**src/verilog/cpu_pkg.sv**
```systemverilog
`default_nettype none

package cpu_pkg;

  // datapath sizes
  localparam int data_width     = 16;
  localparam int reg_addr_width = 3;
  localparam int reg_count      = 8;
  localparam int shamt_width    = 4;
  localparam int opcode_width   = 5;

  // kept operations
  // codes not listed here decode as nop
  typedef enum logic [opcode_width-1:0] {
    op_nop = 5'd0,
    op_mov = 5'd1,
    op_add = 5'd2,
    op_sub = 5'd3,
    op_and = 5'd4,
    op_or  = 5'd5,
    op_not = 5'd6,
    op_inc = 5'd7,
    op_shl = 5'd8,
    op_shr = 5'd9,
    op_ldm = 5'd10,
    op_in  = 5'd11,
    op_out = 5'd12
  } opcode_e;

  // instruction word layout, bit 0 unused
  localparam int opcode_msb = 15;
  localparam int opcode_lsb = 11;
  localparam int rs_msb     = 10;
  localparam int rs_lsb     = 8;
  localparam int rd_msb     = 7;
  localparam int rd_lsb     = 5;
  localparam int shamt_msb  = 4;
  localparam int shamt_lsb  = 1;

  // condition flags
  typedef struct packed {
    logic zero;
    logic negative;
    logic carry;
  } flags_t;

  // decode to execute payload
  typedef struct packed {
    logic                      valid;
    opcode_e                   opcode;
    logic [reg_addr_width-1:0] rs;
    logic [reg_addr_width-1:0] rd;
    logic [shamt_width-1:0]    shamt;
    logic [data_width-1:0]     imm;
    logic [data_width-1:0]     in_value;
  } decoded_t;

  // execute to write-back payload
  typedef struct packed {
    logic                      valid;
    logic                      reg_write;
    logic                      is_out;
    logic [reg_addr_width-1:0] rd;
    logic [data_width-1:0]     value;
  } writeback_t;

endpackage

`default_nettype wire
```
**src/verilog/alu_pipeline_core.sv**
```systemverilog
`timescale 1ns/10ps
`default_nettype none

module alu_pipeline_core (
  input  logic                          clk,
  input  logic                          reset,
  input  logic                          instr_valid,
  input  logic [cpu_pkg::data_width-1:0] instr,
  input  logic [cpu_pkg::data_width-1:0] imm,
  input  logic [cpu_pkg::data_width-1:0] in_port,
  output logic                          out_valid,
  output logic [cpu_pkg::data_width-1:0] out_port,
  output cpu_pkg::flags_t               flags
);

  import cpu_pkg::*;

  decoded_t                  decoded;
  writeback_t                writeback;
  logic [reg_addr_width-1:0] read_addr_a;
  logic [reg_addr_width-1:0] read_addr_b;
  logic [data_width-1:0]     read_data_a;
  logic [data_width-1:0]     read_data_b;

  // stage 1
  decode_stage decode_stage_i (
    .clk         (clk),
    .reset       (reset),
    .instr_valid (instr_valid),
    .instr       (instr),
    .imm         (imm),
    .in_port     (in_port),
    .decoded     (decoded)
  );

  // written from the write-back register one edge after execute
  register_file register_file_i (
    .clk         (clk),
    .reset       (reset),
    .write_en    (writeback.valid && writeback.reg_write),
    .write_addr  (writeback.rd),
    .write_data  (writeback.value),
    .read_addr_a (read_addr_a),
    .read_addr_b (read_addr_b),
    .read_data_a (read_data_a),
    .read_data_b (read_data_b)
  );

  // stage 2
  execute_stage execute_stage_i (
    .clk         (clk),
    .reset       (reset),
    .decoded     (decoded),
    .read_data_a (read_data_a),
    .read_data_b (read_data_b),
    .read_addr_a (read_addr_a),
    .read_addr_b (read_addr_b),
    .writeback   (writeback),
    .flags       (flags)
  );

  // output port straight off the write-back register
  assign out_valid = writeback.valid && writeback.is_out;
  assign out_port  = writeback.value;

endmodule

`default_nettype wire

```
**src/verilog/execute_stage.sv**
```systemverilog
`timescale 1ns/10ps
`default_nettype none

module execute_stage (
  input  logic                               clk,
  input  logic                               reset,
  input  cpu_pkg::decoded_t                  decoded,
  input  logic [cpu_pkg::data_width-1:0]     read_data_a,
  input  logic [cpu_pkg::data_width-1:0]     read_data_b,
  output logic [cpu_pkg::reg_addr_width-1:0] read_addr_a,
  output logic [cpu_pkg::reg_addr_width-1:0] read_addr_b,
  output cpu_pkg::writeback_t                writeback,
  output cpu_pkg::flags_t                    flags
);

  import cpu_pkg::*;

  logic                  fwd_a;
  logic                  fwd_b;
  logic [data_width-1:0] src;
  logic [data_width-1:0] dst;
  logic [data_width-1:0] alu_result;
  flags_t                alu_flags;
  logic                  alu_flags_write;
  writeback_t            wb_next;

  // port a reads rs, port b reads rd
  assign read_addr_a = decoded.rs;
  assign read_addr_b = decoded.rd;

  // the write-back entry has not reached the file yet
  assign fwd_a = writeback.valid && writeback.reg_write && (writeback.rd == decoded.rs);
  assign fwd_b = writeback.valid && writeback.reg_write && (writeback.rd == decoded.rd);

  assign src = fwd_a ? writeback.value : read_data_a;
  assign dst = fwd_b ? writeback.value : read_data_b;

  alu alu_i (
    .opcode      (decoded.opcode),
    .src         (src),
    .dst         (dst),
    .shamt       (decoded.shamt),
    .flags_in    (flags),
    .result      (alu_result),
    .flags_out   (alu_flags),
    .flags_write (alu_flags_write)
  );

  // next write-back entry
  always_comb begin
    wb_next.valid     = decoded.valid;
    wb_next.reg_write = (decoded.opcode != op_nop) && (decoded.opcode != op_out);
    wb_next.is_out    = (decoded.opcode == op_out);
    wb_next.rd        = decoded.rd;
    case (decoded.opcode)
      op_ldm:  wb_next.value = decoded.imm;
      op_in:   wb_next.value = decoded.in_value;
      // out sends rs to the port
      op_out:  wb_next.value = src;
      default: wb_next.value = alu_result;
    endcase
  end

  // execute to write-back register
  always_ff @(posedge clk) begin
    writeback.rd    <= wb_next.rd;
    writeback.value <= wb_next.value;
    if (reset) begin
      writeback.valid     <= 1'b0;
      writeback.reg_write <= 1'b0;
      writeback.is_out    <= 1'b0;
    end else begin
      writeback.valid     <= wb_next.valid;
      writeback.reg_write <= wb_next.reg_write;
      writeback.is_out    <= wb_next.is_out;
    end
  end

  // flag register
  always_ff @(posedge clk) begin
    if (reset) begin
      flags <= '0;
    end else if (decoded.valid && alu_flags_write) begin
      flags <= alu_flags;
    end
  end

endmodule

`default_nettype wire

```
**src/verilog/alu.sv**
```systemverilog
`timescale 1ns/10ps
`default_nettype none

module alu (
  input  cpu_pkg::opcode_e                opcode,
  input  logic [cpu_pkg::data_width-1:0]  src,
  input  logic [cpu_pkg::data_width-1:0]  dst,
  input  logic [cpu_pkg::shamt_width-1:0] shamt,
  input  cpu_pkg::flags_t                 flags_in,
  output logic [cpu_pkg::data_width-1:0]  result,
  output cpu_pkg::flags_t                 flags_out,
  output logic                            flags_write
);

  import cpu_pkg::*;

  // one extra bit catches carry or borrow
  logic [data_width:0] sum;
  logic [data_width:0] diff;
  logic [data_width:0] incr;
  logic                carry_next;

  assign sum  = {1'b0, dst} + {1'b0, src};
  assign diff = {1'b0, dst} - {1'b0, src};
  assign incr = {1'b0, dst} + 1'b1;

  always_comb begin
    result      = dst;
    carry_next  = flags_in.carry;
    flags_write = 1'b1;
    case (opcode)
      op_add: begin
        result     = sum[data_width-1:0];
        carry_next = sum[data_width];
      end
      // top bit set when dst below src
      op_sub: begin
        result     = diff[data_width-1:0];
        carry_next = diff[data_width];
      end
      op_and: begin
        result     = dst & src;
        carry_next = 1'b0;
      end
      op_or: begin
        result     = dst | src;
        carry_next = 1'b0;
      end
      op_not: begin
        result     = ~dst;
        carry_next = 1'b0;
      end
      op_inc: begin
        result     = incr[data_width-1:0];
        carry_next = incr[data_width];
      end
      // logical shifts, zero fill
      op_shl: begin
        result     = dst << shamt;
        carry_next = 1'b0;
      end
      op_shr: begin
        result     = dst >> shamt;
        carry_next = 1'b0;
      end
      // mov copies src and keeps the flags
      op_mov: begin
        result      = src;
        flags_write = 1'b0;
      end
      default: begin
        flags_write = 1'b0;
      end
    endcase
  end

  // zero and negative track the result on flag writes only
  always_comb begin
    flags_out = flags_in;
    if (flags_write) begin
      flags_out.zero     = (result == '0);
      flags_out.negative = result[data_width-1];
      flags_out.carry    = carry_next;
    end
  end

endmodule

`default_nettype wire

```
**src/verilog/register_file.sv**
```systemverilog
`timescale 1ns/10ps
`default_nettype none

module register_file (
  input  logic                              clk,
  input  logic                              reset,
  input  logic                              write_en,
  input  logic [cpu_pkg::reg_addr_width-1:0] write_addr,
  input  logic [cpu_pkg::data_width-1:0]     write_data,
  input  logic [cpu_pkg::reg_addr_width-1:0] read_addr_a,
  input  logic [cpu_pkg::reg_addr_width-1:0] read_addr_b,
  output logic [cpu_pkg::data_width-1:0]     read_data_a,
  output logic [cpu_pkg::data_width-1:0]     read_data_b
);

  import cpu_pkg::*;

  // general purpose registers r0 to r7
  logic [data_width-1:0] regs [reg_count];

  // single write port
  always_ff @(posedge clk) begin
    if (reset) begin
      for (int i = 0; i < reg_count; i++) begin
        regs[i] <= '0;
      end
    end else if (write_en) begin
      regs[write_addr] <= write_data;
    end
  end

  // two async read ports
  // stored value only, the execute stage forwards pending writes
  assign read_data_a = regs[read_addr_a];
  assign read_data_b = regs[read_addr_b];

endmodule

`default_nettype wire

```
**src/verilog/decode_stage.sv**
```systemverilog
`timescale 1ns/10ps
`default_nettype none

module decode_stage (
  input  logic                          clk,
  input  logic                          reset,
  input  logic                          instr_valid,
  input  logic [cpu_pkg::data_width-1:0] instr,
  input  logic [cpu_pkg::data_width-1:0] imm,
  input  logic [cpu_pkg::data_width-1:0] in_port,
  output cpu_pkg::decoded_t              decoded
);

  import cpu_pkg::*;

  // raw fields of the instruction word
  logic [opcode_width-1:0]   opcode_raw;
  logic [reg_addr_width-1:0] rs_field;
  logic [reg_addr_width-1:0] rd_field;
  logic [shamt_width-1:0]    shamt_field;
  opcode_e                   opcode_dec;

  assign opcode_raw  = instr[opcode_msb:opcode_lsb];
  assign rs_field    = instr[rs_msb:rs_lsb];
  assign rd_field    = instr[rd_msb:rd_lsb];
  assign shamt_field = instr[shamt_msb:shamt_lsb];

  // legal codes pass through
  // anything else becomes a nop
  always_comb begin
    case (opcode_raw)
      op_nop,
      op_mov,
      op_add,
      op_sub,
      op_and,
      op_or,
      op_not,
      op_inc,
      op_shl,
      op_shr,
      op_ldm,
      op_in,
      op_out: opcode_dec = opcode_e'(opcode_raw);
      default: opcode_dec = op_nop;
    endcase
  end

  // decode register
  always_ff @(posedge clk) begin
    // payload only moves on a strobe
    if (instr_valid) begin
      decoded.opcode   <= opcode_dec;
      decoded.rs       <= rs_field;
      decoded.rd       <= rd_field;
      decoded.shamt    <= shamt_field;
      decoded.imm      <= imm;
      // input port sampled on the same edge as the instruction
      decoded.in_value <= in_port;
    end
    // a missing strobe leaves a bubble
    if (reset) begin
      decoded.valid <= 1'b0;
    end else begin
      decoded.valid <= instr_valid;
    end
  end

endmodule

`default_nettype wire

```
**config.mk**
```make
export PLATFORM = sky130hd
export DESIGN_NAME = alu_pipeline_core
export DESIGN_NICKNAME = d
export VERILOG_FILES = /design/src/verilog/cpu_pkg.sv /design/src/verilog/alu_pipeline_core.sv /design/src/verilog/execute_stage.sv /design/src/verilog/alu.sv /design/src/verilog/register_file.sv /design/src/verilog/decode_stage.sv
export SDC_FILE = /design/constraint.sdc
export NUM_CORES = 1
export LEC_CHECK = 0
export BUFFER_PORTS_ARGS = -buffer_cell sky130_fd_sc_hd__buf_4
export CAP_MARGIN = 20
export CORE_UTILIZATION = 42
export DETAILED_ROUTE_END_ITERATION = 8
export PLACE_DENSITY = 0.57
export SYNTH_ARGS = -nofsm -noshare
export SYNTH_HDL_FRONTEND = slang
export SYNTH_SLANG_ARGS = --single-unit
```
**constraint.sdc**
```tcl
create_clock -name clk -period 5.8 [get_ports clk]
set_input_delay 1.16 -clock clk [delete_from_list [all_inputs] [get_ports clk]]
set_output_delay 1.16 -clock clk [all_outputs]
set_load 0.05 [all_outputs]
```
==> flow_summary.ini <==
[run_status]
status = complete, no violations

[detailed_routing]
vias = 12923
drt_first_pass_iters = 6
detail_route.wirelength_um = 57000
routedWlPerCell_um = 28.6
first_iter_violations = 1732
vias_per_cell = 6.49
postRouteAntennaNets = 0
drc = 0

[worst_setup_path]
worstSetupStartpointType = register
reg2reg_slack_ns = 0.26
end_kind = register
crit_start = decode_stage_i.decoded[41]$_DFFE_PP_
r2r_end = execute_stage_i.flags[2]$_SDFFE_PP0P_
rr_startpoint = decode_stage_i.decoded[41]$_DFFE_PP_
critPathMaxFanout = 6
worstPathArrival_ns = 5.97
cp-endpoint = execute_stage_i.flags[2]$_SDFFE_PP0P_
required_ns = 6.23
crit_type = reg -> reg
rr_worst_depth = 16

[die]
ios = 71
rows = 68
initial_core_util_pct = 43.2
dieArea_um2 = 36600
core_area_um2 = 34900
die_h_um = 191
die_w_um = 191

[timing]
tns_ns = 0
hold_viol = 0
final_max_slew_viol_count = 0
final-setup-viol-count = 0
clock.fmax_ghz = 0.180
rsz0062_at_grt = false
worst_slew_pin_slew_ns = 1.06
max-slew-margin-rel_pct = 29.0
finClkSkew_ns = 0.0306
period_minus_slack_ns = 5.54
post-route-period-util_pct = 95.6

[pwr]
powerDensity_nw_per_um2 = 297
power_leakage_nw = 6.45
ir_worst_vdd_v = 0.000256

[placed_design]
dp.cells = 1950
io_buffers = 69
gp_congestion = 1.03
dpl.hpwl_um = 41800

[global_route]
grt_first_pass_wirelength_um = 83100
overflow = 0
grt_usage_pct = 31.2
grt_max_degree = 56
antenna_found_initial = 0
first_global_vias = 12570

[yosys]
avgSynthCellArea_um2 = 10.3
synthCells = 1465
ys_seq_elements = 207
synth_commonest_cells = edfxtp_1, and2_1, nor2_1
seq_area_frac_synth_pct = 39.1
yosysMostFrequentCell = edfxtp_1
synth_cell_types = 92
synthArstFlopShare_pct = 0
synth_top_area_share_pct = 34.9
synthFlopType = edfxtp_1
netlist_top_cells_area = edfxtp_1, mux4_2, and2_1, mux2i_1, dfxtp_1
yosysTopAreaCell = edfxtp_1
synth.cell_area_um2 = 15100
synth_edf_count = 175
yosys_warnings = 0
postSynthNetCount = 1567

[cts]
worstSkewPairLatency_ns = 0.55
cts-buffers-inserted = 24
postCtsResizedCells = 0
clkSinkCount = 207
cts_buffer_depth = 3
cts_hold_buf = 0
clk_pin_slew_ns = 0.06
cts_root_buffer = clkbuf_16
cts_setup_buffers = 0
htree_levels = 1
tritoncts = done

[hold_path]
min_from = decode_stage_i.decoded[36]$_DFFE_PP_
hold_class = reg -> reg

[cells_and_area]
layout.nets = 1623
area_growth_pct = 12.2
layout.cells.non_filler = 1992
drive_gt1_share_pct = 21.3
fillers = 3316
n_antenna_cell = 0

[job]
cap_viol_max_count = 0
-- per-stage QoR --
stage | hold WS, ns | util, % | power, mW | worst slack (ns) | area [µm²]
final | 0.414 | 48.4 | 5.02 | 0.256 | 16900
after detailed placement | 0.405 | 46.4 | 3.62 | 0.266 | 16200
after CTS | 0.417 | 48.4 | 4.99 | 0.208 | 16900
after global routing | 0.417 | 48.4 | 5.20 | 0.0366 | 16900
after global placement | 0.400 | 46.4 | 3.62 | 0.300 | 16200
after floorplan | 0.386 | - | 2.97 | 0.804 | 15100
-- metal layers --
layer  part of all wire (%)  global-route usage [%]
met5                      0                       0
met4                    3.7                    9.98
met3                    9.0                    5.40
met2                     44                    47.8
met1                     43                    44.6
-- cells by family after synthesis --
group | after synthesis | synth area share (%)
buffers and inverters | 175 | 5.57
XOR/XNOR | 21 | 1.22
adder cells (fa/ha/maj) | 51 | 4.34
AO/OA/AOI/OAI | 364 | 17.3
other | 1 | 0.0249
AND/OR/NAND/NOR | 492 | 17.2
multiplexers | 154 | 15.3
flip-flops | 207 | 39.1
-- worst min path at each step --
stage | end | cells past startpoint
final | execute_stage_i.writeback[16]$_DFF_P_ | 0
after global routing | execute_stage_i.writeback[16]$_DFF_P_ | 0
after CTS | execute_stage_i.writeback[16]$_DFF_P_ | 0
after detailed placement | execute_stage_i.writeback[16]$_DFF_P_ | 0
after global placement | execute_stage_i.writeback[16]$_DFF_P_ | 0
after floorplan | execute_stage_i.writeback[16]$_DFF_P_ | 0
-- worst max-delay path, cell delays in order (launching register included) --
cell,delay [ns]
edfxtp_1,0.41
xor2_1,0.15
or4_1,0.74
mux2i_1,0.54
inv_1,0.23
ha_1,0.36
nor2_1,0.14
or4b_2,0.59
a211oi_1,0.44
o31ai_1,0.14
nand3_1,0.11
xnor2_1,0.17
o22ai_1,0.13
o32ai_1,0.50
nor4b_2,0.31
nand4_1,0.24
o41ai_2,0.24
-- registers in the layout, summed over array words and instances (netlist names), named ones only --
name / flops
register_file_i.regs: 128
decode_stage_i.decoded: 48
execute_stage_i.writeback: 22
execute_stage_i.flags: 3
-- power breakdown --
group | switching, mW | leakage [nW] | internal, mW
registers | 0.153 | 2.05 | 1.71
clock network | 0.599 | 0.337 | 0.768
logic | 1.14 | 4.07 | 0.646
-- cell usage in the layout (no fill, tap or decap), drive strengths merged, types with 31 or more instances in the layout --
master | synthesis | routed
a21oi | 86 | 86
nand2 | 100 | 100
and2 | 114 | 114
o21ai | 43 | 43
ha | 49 | 49
mux4 | 57 | 57
buf | 56 | 155
nor3 | 55 | 55
mux2i | 69 | 69
clkbuf | 69 | 31
edfxtp | 175 | 175
dfxtp | 32 | 32
nor2 | 100 | 100
inv | 44 | 45
a22oi | 33 | 33
-- final cells by class --
| type | count | area (µm²) | share of cell area, % |
|---|---|---|---|
| clock buffers | 31 | 627 | 3.71 |
| clock inverters | 11 | 87.6 | 0.518 |
| inverters | 50 | 193 | 1.14 |
| multi-input cells | 1083 | 8340 | 49.4 |
| flip-flops and latches | 207 | 5900 | 34.9 |
| well taps | 455 | 569 | 3.37 |
| repair buffers | 155 | 1180 | 6.96 |
Power figures use the tool's default switching activity.
